### src/sys_wb_pkg.sv
// shared widths, opcode and funct codes, instruction and csr command types, instruction word union
package sys_wb_pkg;

    // datapath widths
    localparam int XLEN       = 64;
    localparam int INSTR_W    = 32;
    localparam int REG_ADDR_W = 5;
    localparam int CSR_ADDR_W = 12;

    // major opcodes handled here
    localparam logic [6:0] OPC_SYSTEM   = 7'b1110011;
    localparam logic [6:0] OPC_MISC_MEM = 7'b0001111;

    // funct3 codes for SYSTEM and MISC-MEM
    localparam logic [2:0] F3_PRIV    = 3'b000;
    localparam logic [2:0] F3_CSRRW   = 3'b001;
    localparam logic [2:0] F3_CSRRS   = 3'b010;
    localparam logic [2:0] F3_CSRRC   = 3'b011;
    localparam logic [2:0] F3_CSRRWI  = 3'b101;
    localparam logic [2:0] F3_CSRRSI  = 3'b110;
    localparam logic [2:0] F3_CSRRCI  = 3'b111;
    localparam logic [2:0] F3_FENCE   = 3'b000;
    localparam logic [2:0] F3_FENCE_I = 3'b001;

    // funct7 selects the privilege level of the return
    localparam logic [6:0] F7_PRIV_U = 7'b0000000;
    localparam logic [6:0] F7_PRIV_S = 7'b0001000;
    localparam logic [6:0] F7_PRIV_M = 7'b0011000;

    // rs2 field of the privileged group
    localparam logic [4:0] PRIV_RS2_ECALL  = 5'd0;
    localparam logic [4:0] PRIV_RS2_EBREAK = 5'd1;
    localparam logic [4:0] PRIV_RS2_RET    = 5'd2;

    typedef enum logic [3:0] {
        NONE,
        OTHER,
        CSRRW,
        CSRRS,
        CSRRC,
        CSRRWI,
        CSRRSI,
        CSRRCI,
        ECALL,
        EBREAK,
        URET,
        SRET,
        MRET,
        FENCE,
        FENCE_I
    } instr_type_t;

    typedef enum logic [2:0] {
        CSR_CMD_NOPE  = 3'd0,
        CSR_CMD_WRITE = 3'd1,
        CSR_CMD_SET   = 3'd2,
        CSR_CMD_CLEAR = 3'd3,
        CSR_CMD_READ  = 3'd4,
        CSR_CMD_SYS   = 3'd5
    } csr_cmd_t;

    // two readings of the same 32-bit SYSTEM word
    typedef union packed {
        struct packed {
            logic [CSR_ADDR_W-1:0] csr;
            logic [REG_ADDR_W-1:0] rs1;
            logic [2:0]            funct3;
            logic [REG_ADDR_W-1:0] rd;
            logic [6:0]            opcode;
        } csr_view;
        struct packed {
            logic [6:0]            funct7;
            logic [REG_ADDR_W-1:0] rs2;
            logic [REG_ADDR_W-1:0] rs1;
            logic [2:0]            funct3;
            logic [REG_ADDR_W-1:0] rd;
            logic [6:0]            opcode;
        } priv_view;
    } sys_instr_u;

endpackage

### src/sys_decoder.sv
// instruction word classifier for system, fence and other instructions
module sys_decoder (
    input  logic [sys_wb_pkg::INSTR_W-1:0]    instr_i,
    output sys_wb_pkg::instr_type_t           type_o,
    output logic [sys_wb_pkg::REG_ADDR_W-1:0] rd_o,
    output logic [sys_wb_pkg::REG_ADDR_W-1:0] rs1_o,
    output logic [sys_wb_pkg::CSR_ADDR_W-1:0] csr_addr_o,
    output logic                              regfile_we_o
);
    import sys_wb_pkg::*;

    sys_instr_u word;
    logic       rd_nonzero;

    assign word       = instr_i;
    assign rd_nonzero = (word.csr_view.rd != '0);

    // register fields sit at the same place in both views
    assign rd_o       = word.csr_view.rd;
    assign rs1_o      = word.csr_view.rs1;
    assign csr_addr_o = word.csr_view.csr;

    always_comb begin
        type_o       = OTHER;
        regfile_we_o = rd_nonzero;
        case (word.csr_view.opcode)
            OPC_SYSTEM: begin
                // only csr accesses write a register
                regfile_we_o = 1'b0;
                case (word.csr_view.funct3)
                    F3_CSRRW: type_o = CSRRW;
                    F3_CSRRS: type_o = CSRRS;
                    F3_CSRRC: type_o = CSRRC;
                    F3_CSRRWI: type_o = CSRRWI;
                    F3_CSRRSI: type_o = CSRRSI;
                    F3_CSRRCI: type_o = CSRRCI;
                    F3_PRIV: begin
                        type_o = NONE;
                        if (word.priv_view.rs2 == PRIV_RS2_RET) begin
                            case (word.priv_view.funct7)
                                F7_PRIV_U: type_o = URET;
                                F7_PRIV_S: type_o = SRET;
                                F7_PRIV_M: type_o = MRET;
                                default:   type_o = NONE;
                            endcase
                        end else if (word.priv_view.funct7 == F7_PRIV_U) begin
                            if (word.priv_view.rs2 == PRIV_RS2_ECALL) begin
                                type_o = ECALL;
                            end else if (word.priv_view.rs2 == PRIV_RS2_EBREAK) begin
                                type_o = EBREAK;
                            end
                        end
                    end
                    default: type_o = NONE;
                endcase
                if (word.csr_view.funct3 != F3_PRIV && type_o != NONE) begin
                    regfile_we_o = rd_nonzero;
                end
            end
            OPC_MISC_MEM: begin
                regfile_we_o = 1'b0;
                case (word.csr_view.funct3)
                    F3_FENCE:   type_o = FENCE;
                    F3_FENCE_I: type_o = FENCE_I;
                    default:    type_o = NONE;
                endcase
            end
            default: begin
                // everything else just writes back its result
                type_o       = OTHER;
                regfile_we_o = rd_nonzero;
            end
        endcase
    end

endmodule

### src/exe_wb_reg.sv
// execute to writeback pipeline register with stall and flush
module exe_wb_reg (
    input  logic                              clk_i,
    input  logic                              rstn_i,
    input  logic                              stall_i,
    input  logic                              flush_i,
    input  logic                              valid_i,
    input  sys_wb_pkg::instr_type_t           type_i,
    input  logic [sys_wb_pkg::REG_ADDR_W-1:0] rd_i,
    input  logic [sys_wb_pkg::REG_ADDR_W-1:0] rs1_i,
    input  logic [sys_wb_pkg::CSR_ADDR_W-1:0] csr_addr_i,
    input  logic                              regfile_we_i,
    input  logic [sys_wb_pkg::XLEN-1:0]       pc_i,
    input  logic [sys_wb_pkg::XLEN-1:0]       result_i,
    input  logic                              xcpt_valid_i,
    input  logic [sys_wb_pkg::XLEN-1:0]       xcpt_cause_i,
    input  logic [sys_wb_pkg::XLEN-1:0]       xcpt_origin_i,
    output logic                              valid_o,
    output sys_wb_pkg::instr_type_t           type_o,
    output logic [sys_wb_pkg::REG_ADDR_W-1:0] rd_o,
    output logic [sys_wb_pkg::REG_ADDR_W-1:0] rs1_o,
    output logic [sys_wb_pkg::CSR_ADDR_W-1:0] csr_addr_o,
    output logic                              regfile_we_o,
    output logic [sys_wb_pkg::XLEN-1:0]       pc_o,
    output logic [sys_wb_pkg::XLEN-1:0]       result_o,
    output logic                              xcpt_valid_o,
    output logic [sys_wb_pkg::XLEN-1:0]       xcpt_cause_o,
    output logic [sys_wb_pkg::XLEN-1:0]       xcpt_origin_o
);

    // flush wins over stall
    always_ff @(posedge clk_i or negedge rstn_i) begin
        if (!rstn_i) begin
            valid_o <= 1'b0;
        end else if (flush_i) begin
            valid_o <= 1'b0;
        end else if (!stall_i) begin
            valid_o <= valid_i;
        end
    end

    // payload only moves when the stage advances
    always_ff @(posedge clk_i) begin
        if (!stall_i) begin
            type_o        <= type_i;
            rd_o          <= rd_i;
            rs1_o         <= rs1_i;
            csr_addr_o    <= csr_addr_i;
            regfile_we_o  <= regfile_we_i;
            pc_o          <= pc_i;
            result_o      <= result_i;
            xcpt_valid_o  <= xcpt_valid_i;
            xcpt_cause_o  <= xcpt_cause_i;
            xcpt_origin_o <= xcpt_origin_i;
        end
    end

endmodule

### src/wb_csr_stage.sv
// writeback stage with csr request, register write data and control flags
module wb_csr_stage (
    input  logic                              valid_i,
    input  sys_wb_pkg::instr_type_t           type_i,
    input  logic [sys_wb_pkg::REG_ADDR_W-1:0] rd_i,
    input  logic [sys_wb_pkg::REG_ADDR_W-1:0] rs1_i,
    input  logic [sys_wb_pkg::CSR_ADDR_W-1:0] csr_addr_i,
    input  logic                              regfile_we_i,
    input  logic [sys_wb_pkg::XLEN-1:0]       pc_i,
    input  logic [sys_wb_pkg::XLEN-1:0]       result_i,
    input  logic                              xcpt_valid_i,
    input  logic [sys_wb_pkg::XLEN-1:0]       xcpt_cause_i,
    input  logic [sys_wb_pkg::XLEN-1:0]       xcpt_origin_i,
    input  logic [sys_wb_pkg::XLEN-1:0]       csr_rw_rdata_i,
    output logic [sys_wb_pkg::CSR_ADDR_W-1:0] csr_rw_addr_o,
    output sys_wb_pkg::csr_cmd_t              csr_rw_cmd_o,
    output logic [sys_wb_pkg::XLEN-1:0]       csr_rw_data_o,
    output logic                              csr_exception_o,
    output logic                              csr_retire_o,
    output logic [sys_wb_pkg::XLEN-1:0]       csr_xcpt_cause_o,
    output logic [sys_wb_pkg::XLEN-1:0]       csr_pc_o,
    output logic                              wb_we_o,
    output logic [sys_wb_pkg::REG_ADDR_W-1:0] wb_rd_o,
    output logic [sys_wb_pkg::XLEN-1:0]       wb_data_o,
    output logic                              ecall_taken_o,
    output logic                              fence_o
);
    import sys_wb_pkg::*;

    csr_cmd_t          csr_cmd;
    logic [XLEN-1:0]   csr_data;
    logic [XLEN-1:0]   zimm;
    logic              rs1_zero;
    logic              csr_ena;

    assign zimm     = {{(XLEN-REG_ADDR_W){1'b0}}, rs1_i};
    assign rs1_zero = (rs1_i == '0);

    // command per type, a zero rs1 turns set and clear into a plain read
    always_comb begin
        csr_cmd  = CSR_CMD_NOPE;
        csr_data = '0;
        case (type_i)
            CSRRW, CSRRWI: csr_cmd = CSR_CMD_WRITE;
            CSRRS, CSRRSI: csr_cmd = rs1_zero ? CSR_CMD_READ : CSR_CMD_SET;
            CSRRC, CSRRCI: csr_cmd = rs1_zero ? CSR_CMD_READ : CSR_CMD_CLEAR;
            ECALL, EBREAK, URET, SRET, MRET, FENCE: csr_cmd = CSR_CMD_SYS;
            default: csr_cmd = CSR_CMD_NOPE;
        endcase
        case (type_i)
            CSRRW, CSRRS, CSRRC: csr_data = result_i;
            CSRRWI, CSRRSI, CSRRCI: csr_data = zimm;
            default: csr_data = '0;
        endcase
    end

    assign csr_ena = valid_i && (csr_cmd != CSR_CMD_NOPE);

    // csr request, origin goes out as data to help the trap handler
    assign csr_rw_addr_o    = csr_ena ? csr_addr_i : '0;
    assign csr_rw_cmd_o     = csr_ena ? csr_cmd : CSR_CMD_NOPE;
    assign csr_rw_data_o    = csr_ena ? csr_data : xcpt_origin_i;
    assign csr_exception_o  = valid_i && xcpt_valid_i;
    assign csr_retire_o     = valid_i && !xcpt_valid_i;
    assign csr_xcpt_cause_o = xcpt_cause_i;
    assign csr_pc_o         = pc_i;

    // register write port
    assign wb_we_o   = valid_i && regfile_we_i;
    assign wb_rd_o   = rd_i;
    assign wb_data_o = csr_ena ? csr_rw_rdata_i : result_i;

    // flags for the control unit
    assign ecall_taken_o = valid_i && (type_i == ECALL || type_i == EBREAK);
    assign fence_o       = valid_i && (type_i == FENCE || type_i == FENCE_I);

endmodule

### src/sys_wb_top.sv
// top level with decoder, execute to writeback register and writeback stage
module sys_wb_top (
    input  logic                              clk_i,
    input  logic                              rstn_i,
    input  logic                              instr_valid_i,
    input  logic [sys_wb_pkg::INSTR_W-1:0]    instr_i,
    input  logic [sys_wb_pkg::XLEN-1:0]       pc_i,
    input  logic [sys_wb_pkg::XLEN-1:0]       result_i,
    input  logic                              xcpt_valid_i,
    input  logic [sys_wb_pkg::XLEN-1:0]       xcpt_cause_i,
    input  logic [sys_wb_pkg::XLEN-1:0]       xcpt_origin_i,
    input  logic                              stall_i,
    input  logic                              flush_i,
    input  logic [sys_wb_pkg::XLEN-1:0]       csr_rw_rdata_i,
    output logic [sys_wb_pkg::CSR_ADDR_W-1:0] csr_rw_addr_o,
    output sys_wb_pkg::csr_cmd_t              csr_rw_cmd_o,
    output logic [sys_wb_pkg::XLEN-1:0]       csr_rw_data_o,
    output logic                              csr_exception_o,
    output logic                              csr_retire_o,
    output logic [sys_wb_pkg::XLEN-1:0]       csr_xcpt_cause_o,
    output logic [sys_wb_pkg::XLEN-1:0]       csr_pc_o,
    output logic                              wb_we_o,
    output logic [sys_wb_pkg::REG_ADDR_W-1:0] wb_rd_o,
    output logic [sys_wb_pkg::XLEN-1:0]       wb_data_o,
    output logic                              ecall_taken_o,
    output logic                              fence_o
);
    import sys_wb_pkg::*;

    // decoder outputs
    instr_type_t           dec_type;
    logic [REG_ADDR_W-1:0] dec_rd;
    logic [REG_ADDR_W-1:0] dec_rs1;
    logic [CSR_ADDR_W-1:0] dec_csr_addr;
    logic                  dec_we;

    // registered record in writeback
    logic                  wb_valid;
    instr_type_t           wb_type;
    logic [REG_ADDR_W-1:0] wb_rd;
    logic [REG_ADDR_W-1:0] wb_rs1;
    logic [CSR_ADDR_W-1:0] wb_csr_addr;
    logic                  wb_regfile_we;
    logic [XLEN-1:0]       wb_pc;
    logic [XLEN-1:0]       wb_result;
    logic                  wb_xcpt_valid;
    logic [XLEN-1:0]       wb_xcpt_cause;
    logic [XLEN-1:0]       wb_xcpt_origin;

    sys_decoder u_decoder (
        .instr_i      (instr_i),
        .type_o       (dec_type),
        .rd_o         (dec_rd),
        .rs1_o        (dec_rs1),
        .csr_addr_o   (dec_csr_addr),
        .regfile_we_o (dec_we)
    );

    exe_wb_reg u_exe_wb_reg (
        .clk_i         (clk_i),
        .rstn_i        (rstn_i),
        .stall_i       (stall_i),
        .flush_i       (flush_i),
        .valid_i       (instr_valid_i),
        .type_i        (dec_type),
        .rd_i          (dec_rd),
        .rs1_i         (dec_rs1),
        .csr_addr_i    (dec_csr_addr),
        .regfile_we_i  (dec_we),
        .pc_i          (pc_i),
        .result_i      (result_i),
        .xcpt_valid_i  (xcpt_valid_i),
        .xcpt_cause_i  (xcpt_cause_i),
        .xcpt_origin_i (xcpt_origin_i),
        .valid_o       (wb_valid),
        .type_o        (wb_type),
        .rd_o          (wb_rd),
        .rs1_o         (wb_rs1),
        .csr_addr_o    (wb_csr_addr),
        .regfile_we_o  (wb_regfile_we),
        .pc_o          (wb_pc),
        .result_o      (wb_result),
        .xcpt_valid_o  (wb_xcpt_valid),
        .xcpt_cause_o  (wb_xcpt_cause),
        .xcpt_origin_o (wb_xcpt_origin)
    );

    wb_csr_stage u_wb_csr_stage (
        .valid_i          (wb_valid),
        .type_i           (wb_type),
        .rd_i             (wb_rd),
        .rs1_i            (wb_rs1),
        .csr_addr_i       (wb_csr_addr),
        .regfile_we_i     (wb_regfile_we),
        .pc_i             (wb_pc),
        .result_i         (wb_result),
        .xcpt_valid_i     (wb_xcpt_valid),
        .xcpt_cause_i     (wb_xcpt_cause),
        .xcpt_origin_i    (wb_xcpt_origin),
        .csr_rw_rdata_i   (csr_rw_rdata_i),
        .csr_rw_addr_o    (csr_rw_addr_o),
        .csr_rw_cmd_o     (csr_rw_cmd_o),
        .csr_rw_data_o    (csr_rw_data_o),
        .csr_exception_o  (csr_exception_o),
        .csr_retire_o     (csr_retire_o),
        .csr_xcpt_cause_o (csr_xcpt_cause_o),
        .csr_pc_o         (csr_pc_o),
        .wb_we_o          (wb_we_o),
        .wb_rd_o          (wb_rd_o),
        .wb_data_o        (wb_data_o),
        .ecall_taken_o    (ecall_taken_o),
        .fence_o          (fence_o)
    );

endmodule

### config.mk
export PLATFORM = sky130hd
export DESIGN_NAME = sys_wb_top
export DESIGN_NICKNAME = d
export VERILOG_FILES = /design/src/sys_wb_pkg.sv /design/src/sys_decoder.sv /design/src/exe_wb_reg.sv /design/src/wb_csr_stage.sv /design/src/sys_wb_top.sv
export SDC_FILE = /design/constraint.sdc
export NUM_CORES = 1
export LEC_CHECK = 0
export ABC_AREA = 0
export BUFFER_PORTS_ARGS = -buffer_cell sky130_fd_sc_hd__buf_2
export CAP_MARGIN = 20
export CORE_AREA = 3 3 251 253
export DETAILED_ROUTE_END_ITERATION = 12
export DIE_AREA = 0 0 254 256
export PLACE_DENSITY_LB_ADDON = 0.3
export SETUP_SLACK_MARGIN = 0.5
export SLEW_MARGIN = 20
export SYNTH_ARGS = -nofsm -noshare
export SYNTH_HDL_FRONTEND = slang
export SYNTH_SLANG_ARGS = --single-unit
### constraint.sdc
create_clock -name clk_i -period 2.9 [get_ports clk_i]
set_input_delay 0.435 -clock clk_i [delete_from_list [all_inputs] [get_ports clk_i]]
set_output_delay 0.435 -clock clk_i [all_outputs]
set_load 0.03 [all_outputs]
==> impl_metrics.csv, run 1 <==
group,metric,value,unit
setup_path,worst-r2r-setup-slack,2.12,ns
power,power.density,618,mW/mm²
detailed_routing,wl_met3,4.03,mm
setup_path,cp_cell_sequence,"or3_4 > and3_4 > and2_4 > buf_12 > clkbuf_16 > a22o_4 > buf_6",
timing,timing.final.crit_share,98.6,%
layout,final_nets,1754,
detailed_routing,wirelength,49.1,mm
min_path,whs_path_depth,2,
timing,worst_slew_pin_slew,0.683,ns
detailed_routing,drc,0,
detailed_routing,topRoutingLayerUsed,"met5",
timing,timing.slew.headroom,54.1,%
logic_synthesis,synthSimpleGateAreaFrac,10.5,%
clock_tree,cts_num_sinks,285,
setup_path,critPathMaxStageDelay,0.45,ns
setup_path,r2r_cells,2,
die,fp.coreArea,0.0613,mm²
die,design.portCount,639,
logic_synthesis,avgSynthCellArea,15.7,µm²
min_path,hp-start,"flush_i",
clock_tree,cts_tree,"yes",
clock_tree,cts.reportedPaths.clkPinSlew,0.06,ns
detailed_routing,met1_length,18.0,mm
logic_synthesis,syn_area,0.0106,mm²
grt,grtUsageTotal,13.0,%
setup_path,cp-start-kind,"flop",
die,die_w,254,µm
setup_path,cp.arrival,2.43,ns
logic_synthesis,syn-instance-count,674,
power,ir_drop,0.435,mV
logic_synthesis,synth.net_count,1032,
setup_path,required,2.47,ns
clock_tree,worstSkewPairLatency,0.51,ns
detailed_routing,drt_iter0_markers,470,
logic_synthesis,yosys_most_used_dff,"edfxtp_1",
place,port_buffers,638,
timing,grt_setup_unrepaired,"true",
logic_synthesis,muxShareOfSynthArea,0.284,%
logic_synthesis,synthArstFlopShare,0.351,%
timing,skew,0,ns
setup_path,reg2reg_to,"u_exe_wb_reg.valid_o$_DFFE_PN0P_",
layout,instances_no_fill,2213,
logic_synthesis,ys_ff_latch,285,
place,dp_cells,2084,
layout,drive_gt1_share,65.9,%
power,leakage,8.31,nW
place,gp_congestion,0.834,
grt,grt_pass1_wl,60.7,mm
detailed_routing,drtAntennaViolNets,0,
detailed_routing,drt-wirelength-per-cell,22.2,µm
logic_synthesis,synth_compound_gate_area_share,6.45,%
layout,final_cell_mix,"494 x buf_2, 284 x edfxtp_1, 144 x buf_6, 75 x nand2_1, 72 x nand2_2",
detailed_routing,dr_wl_met2,25.3,mm
die,dieArea,0.0650,mm²
setup_path,path_depth,7,
run_status,status,"completed",
timing,fmax,350,MHz
logic_synthesis,synthAdderAreaFrac,0.0945,%
place,hpwl,31.0,mm
setup_path,crit_buf_inv,3,
detailed_routing,dr.pass1.iters,4,
timing,min_period,2.86,ns
clock_tree,numCtsBuffers,34,
layout,area_growth,78.9,%
grt,grt_max_degree,96,
clock_tree,root_buffer,"clkbuf_16",
setup_path,crit_end,"csr_rw_data_o[33]",
die,start_util,17.3,%
run,maxCapViolations,0,
min_path,hold_path_class,"input port to flop",
clock_tree,htreeDepth,2,
setup_path,startpoint,"u_exe_wb_reg.type_o[1]$_DFFE_PN_",
setup_path,endpoint_kind,"primary output",
setup_path,cp_max_fo,6,
grt,grt_pass1_vias,9131,
setup_path,cpLargestDelayFamily,"simple AND/OR/NAND/NOR gates",
layout,final_common_cell,"buf_2",
timing,setup_viol,0,
setup_path,path_class,"flop to primary output",
layout,n_fill_cell,6145,
timing,slew_viol_final,0,
timing,finalHoldViolCount,0,
detailed_routing,via_per_inst,4.02,
clock_tree,cts_buffer_depth,3,
logic_synthesis,synth-xor-area-share,0.0827,%
die,fp.dieH,256,µm
grt,grt-ovfl-total,0,
logic_synthesis,synth_edf_count,284,
logic_synthesis,ys_types,40,
logic_synthesis,synth_top_family_by_area,"simple AND/OR/NAND/NOR gates",
setup_path,crit_slowest_cell,"edfxtp_1",
setup_path,r2r_start,"u_exe_wb_reg.valid_o$_DFFE_PN0P_",
layout,final_util,30.9,%
detailed_routing,num_vias,8892,
die,std_cell_rows,91,
logic_synthesis,ys_seq_area_share,80.8,%
logic_synthesis,yosys_warnings,0,
grt,antenna_found_initial,12,
==> state kept, by name (all words and copies together), names as in the netlist <==
| register | count |
|---|---|
| u_exe_wb_reg.csr_addr_o | 12 |
| u_exe_wb_reg.pc_o | 64 |
| u_exe_wb_reg.rd_o | 5 |
| u_exe_wb_reg.regfile_we_o | 1 |
| u_exe_wb_reg.result_o | 64 |
| u_exe_wb_reg.rs1_o | 5 |
| u_exe_wb_reg.type_o | 4 |
| u_exe_wb_reg.valid_o | 1 |
| u_exe_wb_reg.xcpt_cause_o | 64 |
| u_exe_wb_reg.xcpt_origin_o | 64 |
| u_exe_wb_reg.xcpt_valid_o | 1 |
==> where the power goes <==
part	total [mW]	switching, mW	internal, mW
Combinational	2.41	1.42	0.990
Clock	4.24	1.68	2.56
Sequential	5.06	0.159	4.90
==> worst min path at each step <==
stage / end / slack (ns)
floorplan: u_exe_wb_reg.valid_o$_DFFE_PN0P_ / 0.14
global placement: u_exe_wb_reg.valid_o$_DFFE_PN0P_ / 0.21
detailed placement: u_exe_wb_reg.valid_o$_DFFE_PN0P_ / 0.21
CTS: u_exe_wb_reg.valid_o$_DFFE_PN0P_ / 0.02
global route: u_exe_wb_reg.valid_o$_DFFE_PN0P_ / 0.04
finish: u_exe_wb_reg.valid_o$_DFFE_PN0P_ / 0.07
==> repair_timing <==
action | CTS | global route
pin swaps | 12 | 93
hold buffers | 1 | 0
hold endpoints to repair | 1 | 0
setup buffers | 22 | 9
cloned | 14 | 20
endpoints found under the setup margin | 143 | 143
gates resized for setup | 295 | 282
==> routing by layer <==
metal | up-vias | global-route usage [%]
met5 | - | 0
met4 | 8 | 5.46
met3 | 95 | 4.12
met2 | 525 | 23.3
met1 | 4286 | 13.9
li1 | 3978 | -
==> stage by stage <==
step / power, mW / TNS [ns] / hold slack [ns] / cell area (µm²) / worst slack [ns]
floorplan: 6.15 / -596.19 / 0.139 / 10600 / -2.10
global placement: 6.91 / 0 / 0.209 / 14900 / 0.369
detailed placement: 6.92 / 0 / 0.212 / 14900 / 0.310
CTS: 11.6 / -0.0786 / 0.0227 / 17500 / -0.0220
global route: 12.2 / -2.79 / 0.0374 / 18900 / -0.0852
finish: 11.7 / 0 / 0.0709 / 18900 / 0.0394
==> synth_stat cells (2+ instances only) <==
cell type	count	share of area [%]
nor2_1	19	0.67
nand3_1	5	0.24
o21a_1	2	0.14
and2_1	14	0.83
nor2b_1	2	0.12
o31ai_1	2	0.14
nor3b_1	3	0.21
nand2_1	199	7.1
nor4b_1	2	0.17
nor3_1	6	0.28
nor4_1	4	0.24
mux2i_1	3	0.28
a21oi_1	3	0.14
buf_6	5	0.53
or4_1	2	0.14
edfxtp_1	284	81
buf_2	6	0.28
or3_1	2	0.12
a22o_1	59	4.9
a221oi_1	5	0.41
clkbuf_1	25	0.89
inv_1	4	0.14
==> area by class of cell <==
class	count	area [µm²]	area share, %
clock buffers	44	910	4.80
inverters	4	18.8	0.0990
multi-input cells	349	2700	14.2
clock inverters	14	169	0.891
repair buffers	722	5600	29.6
diodes	5	12.5	0.0660
flip-flops and latches	285	8550	45.1
well taps	790	988	5.22
==> worst reg2reg max path: cells and delay by family, from the launching register on <==
kind | cells | cell delay, ns
flops | 1 | 0.44
simple gates | 1 | 0.05
mux | 1 | 0.17
==> cell families after synthesis <==
| logic type | Yosys count |
|---|---|
| xor+xnor | 1 |
| simple gates | 264 |
| compound gates | 80 |
| fa+ha+maj | 1 |
| flops | 285 |
| buf+inv | 40 |
| mux | 3 |
Note: power is estimated with default switching activity, not from simulation.
==> run 2: changes to the inputs <==
Settings changed: ABC_AREA 0 to 1, CORE_AREA 3 3 251 253 to 3 3 249 251, DIE_AREA 0 0 254 256 to 0 0 252 254, SETUP_SLACK_MARGIN 0.5 to 0.02.
==> run 2 against run 1 <==
  * Sequential share of layout area rose by 4.6 points
  * Core utilization fell by 2.4 points
  * Synthesized cell count rose by 29%
  * Total power fell by 2.8%
  * Setup slack improved by 0.090 ns
  * Wire length fell by 8.2%
  * Sequential power fell by 0.8%
  * Design area fell by 9.3%
  * Register-to-register slack got worse by 0.26 ns
  * Worst hold slack got worse by 0.015 ns
  * Clock skew did not move
  * Area after synthesis rose by 4.8%
==> impl_metrics.csv, run 2 <==
group,metric,value,unit
run_status,status,"completed",
logic_synthesis,ys_top_cells_by_count,"333 x nand2_1, 284 x edfxtp_1, 60 x inv_1",
layout,final_nets,1911,
setup_path,worst-r2r-setup-slack,1.86,ns
logic_synthesis,synthDominantCellAreaShare,76.9,%
min_path,hold_end,"u_exe_wb_reg.valid_o$_DFFE_PN0P_",
logic_synthesis,synth_top_cell_by_area,"edfxtp_1",
power,combPwrFrac,20.0,%
layout,regArea,0.00855,mm²
logic_synthesis,ys_seq_area_share,77.1,%
logic_synthesis,syn-instance-count,872,
timing,finalHoldViolCount,0,
setup_path,cp-start-kind,"flop",
die,fp.coreArea,0.0601,mm²
logic_synthesis,synthSimpleGateAreaFrac,16.8,%
timing,grt_setup_unrepaired,"true",
timing,setup_viol,0,
clock_tree,root_buffer,"clkbuf_16",
die,die_w,252,µm
logic_synthesis,avgSynthCellArea,12.7,µm²
grt,grtUsageTotal,12.9,%
detailed_routing,via_per_inst,3.90,
logic_synthesis,synthAdderAreaFrac,0,%
grt,antenna_found_initial,15,
setup_path,path_class,"flop to primary output",
setup_path,reg2reg_to,"u_exe_wb_reg.valid_o$_DFFE_PN0P_",
timing,fmax,361,MHz
logic_synthesis,synth_edf_count,284,
logic_synthesis,synth_compound_gate_area_share,2.11,%
die,start_util,18.5,%
detailed_routing,dr.pass1.iters,4,
logic_synthesis,synth_area_leaders,"edfxtp_1 77%, nand2_1 11%, nand3b_1 2.6%, inv_1 2.0%, nor2_1 1.9%",
place,port_buffers,638,
logic_synthesis,synthArstFlopShare,0.351,%
power,ir_drop,0.476,mV
detailed_routing,drt_iter0_markers,471,
timing,timing.final.crit_share,95.5,%
logic_synthesis,ys_ff_latch,285,
detailed_routing,num_vias,9215,
power,leakage,7.82,nW
detailed_routing,drt-wirelength-per-cell,19.1,µm
grt,grt_max_degree,115,
setup_path,required,2.47,ns
layout,area_growth,54.8,%
layout,final_util,28.6,%
setup_path,r2r_cells,2,
clock_tree,cts_num_sinks,285,
run,maxCapViolations,0,
power,netSwitchingFraction,29.3,%
grt,grt_pass1_wl,61.3,mm
timing,hold_slack,0.0564,ns
detailed_routing,drtAntennaViolNets,0,
timing,setup_tns,0,ns
setup_path,endpoint_kind,"primary output",
logic_synthesis,synth_top_family_by_area,"simple AND/OR/NAND/NOR gates",
clock_tree,cts_buffer_depth,3,
timing,skew,0,ns
min_path,hold_path_class,"input port to flop",
logic_synthesis,synth.net_count,1230,
power,pwr-share-clk,35.9,%
power,p_switching,3.34,mW
setup_path,crit_slowest_cell,"edfxtp_1",
layout,final_common_cell,"buf_2",
timing,slew_viol_final,0,
timing,fin_ws,0.130,ns
logic_synthesis,yosys_warnings,0,
die,std_cell_rows,90,
clock_tree,cts_tree,"yes",
clock_tree,numCtsBuffers,36,
layout,final_cell_mix,"561 x buf_2, 323 x nand2_1, 284 x edfxtp_1, 57 x inv_1, 54 x nor2_1",
min_path,whs_path_depth,2,
die,design.portCount,639,
detailed_routing,wirelength,45.1,mm
timing,timing.slew.headroom,47.5,%
place,place_ws,0.458,ns
setup_path,critPathMaxStageDelay,0.43,ns
setup_path,cp_max_fo,18,
logic_synthesis,yosysMostFrequentCell,"nand2_1",
clock_tree,htreeDepth,2,
clock_tree,worstSkewPairLatency,0.53,ns
logic_synthesis,muxShareOfSynthArea,0,%
power,p_int,8.04,mW
logic_synthesis,ys_types,25,
place,hpwl,32.6,mm
grt,grt_pass1_vias,9646,
layout,multiInputGateArea,0.00215,mm²
setup_path,r2r_start,"u_exe_wb_reg.valid_o$_DFFE_PN0P_",
grt,grt-ovfl-total,0,
timing,worst_slew_pin_slew,0.781,ns
setup_path,cp.arrival,2.34,ns
clock_tree,cts.reportedPaths.clkPinSlew,0.05,ns
min_path,hp-start,"flush_i",
logic_synthesis,synth-xor-area-share,0,%
setup_path,startpoint,"u_exe_wb_reg.type_o[0]$_DFFE_PN_",
detailed_routing,drc,0,
layout,n_fill_cell,6395,
power,share_seq_of_total_power,44.1,%
die,fp.dieH,254,µm
layout,drive_gt1_share,47.3,%
die,dieArea,0.0640,mm²
place,gp_congestion,0.803,
power,power.density,663,mW/mm²
setup_path,crit_path_frequent_cell,"buf_4",
logic_synthesis,yosys_most_used_dff,"edfxtp_1",
setup_path,cp_cell_sequence,"buf_4 > o21ai_2 > nor2_2 > nand2_2 > nand2_8 > buf_16 > buf_8 > o21ai_0 > buf_4",
timing,min_period,2.77,ns
logic_synthesis,syn_area,0.0111,mm²
## run 2: cell count changes after synthesis, sizes merged, moves of 16 or more
cell | previous run | this run
a22o | 59 | 0
nand2 | 199 | 334
inv | 4 | 62
nor2 | 19 | 57
nand3b | 0 | 39
clkbuf | 25 | 7
o21ai | 1 | 35
buf | 11 | 27
## run 2: cell type report
| class | count | area share [%] |
|---|---|---|
| clock buffers | 44 | 5.42 |
| well taps | 782 | 5.70 |
| inverters | 62 | 1.53 |
| repair buffers | 677 | 24.2 |
| clock inverters | 17 | 0.743 |
| multi-input cells | 491 | 12.5 |
| diodes | 4 | 0.0583 |
| flip-flops and latches | 285 | 49.8 |
## run 2: metrics by stage
stage | cells | power, mW | instance area [µm²]
after detailed placement | 2274 | 7.15 | 15300
after floorplan | 872 | 6.30 | 11100
after global routing | 2361 | 11.9 | 17200
final | 2362 | 11.4 | 17200
after global placement | 2274 | 7.14 | 15300
after CTS | 2345 | 11.5 | 16700
## run 2: worst max path at each step
| stage | endpoint | slack, ns | depth (start not counted) |
|---|---|---|---|
| 2_1_floorplan | u_exe_wb_reg.csr_addr_o[0]$_DFFE_PN_ | -2.10 | 1 |
| 3_3_place_gp | csr_rw_data_o[40] | 0.49 | 10 |
| 3_5_place_dp | csr_rw_data_o[40] | 0.46 | 12 |
| 4_1_cts | csr_rw_data_o[3] | 0.05 | 11 |
| 5_1_grt | csr_rw_data_o[20] | -0.03 | 10 |
| 6_report | wb_data_o[51] | 0.13 | 9 |
## run 2: worst max-delay path, delay by kind of cell, from the launching register on
| family | cells | cell delay, ns |
|---|---|---|
| AOI/OAI and AO/OA | 2 | 0.31 |
| buffers and inverters | 4 | 0.72 |
| DFF | 1 | 0.43 |
| and+or+nand+nor | 3 | 0.32 |
## run 2: metal layers
| layer | up-vias | GRT usage (%) | share of wire (%) |
|---|---|---|---|
| met5 | - | 0 | 0.093 |
| met4 | 8 | 3.49 | 2.7 |
| met3 | 75 | 5.23 | 9.6 |
| met2 | 424 | 23.0 | 50 |
| met1 | 4374 | 14.4 | 38 |
| li1 | 4334 | - | - |
## run 2: what timing repair did
| action | CTS | global route |
|---|---|---|
| setup buffers | 4 | 5 |
| setup endpoints to repair | 100 | 115 |
| gates cloned | 5 | 8 |
| hold buffers | 1 | 0 |
| endpoints found under the hold margin | 1 | 0 |
| gates resized for setup | 21 | 149 |
| pin swaps | 1 | 5 |
## run 2: power groups by stage
stage          sequential (mW)  combinational, mW  clock (mW)
3_3_place_gp              5.10               2.04           0
5_1_grt                   5.05               2.45        4.44
3_5_place_dp              5.10               2.04           0
2_1_floorplan             5.40              0.896           0
6_report                  5.02               2.28        4.08
4_1_cts                   5.02               2.15        4.30
## run 2: cells by family after synthesis
| logic type | Yosys count |
|---|---|
| compound gates | 44 |
| buf+inv | 96 |
| flops | 285 |
| simple gates | 447 |
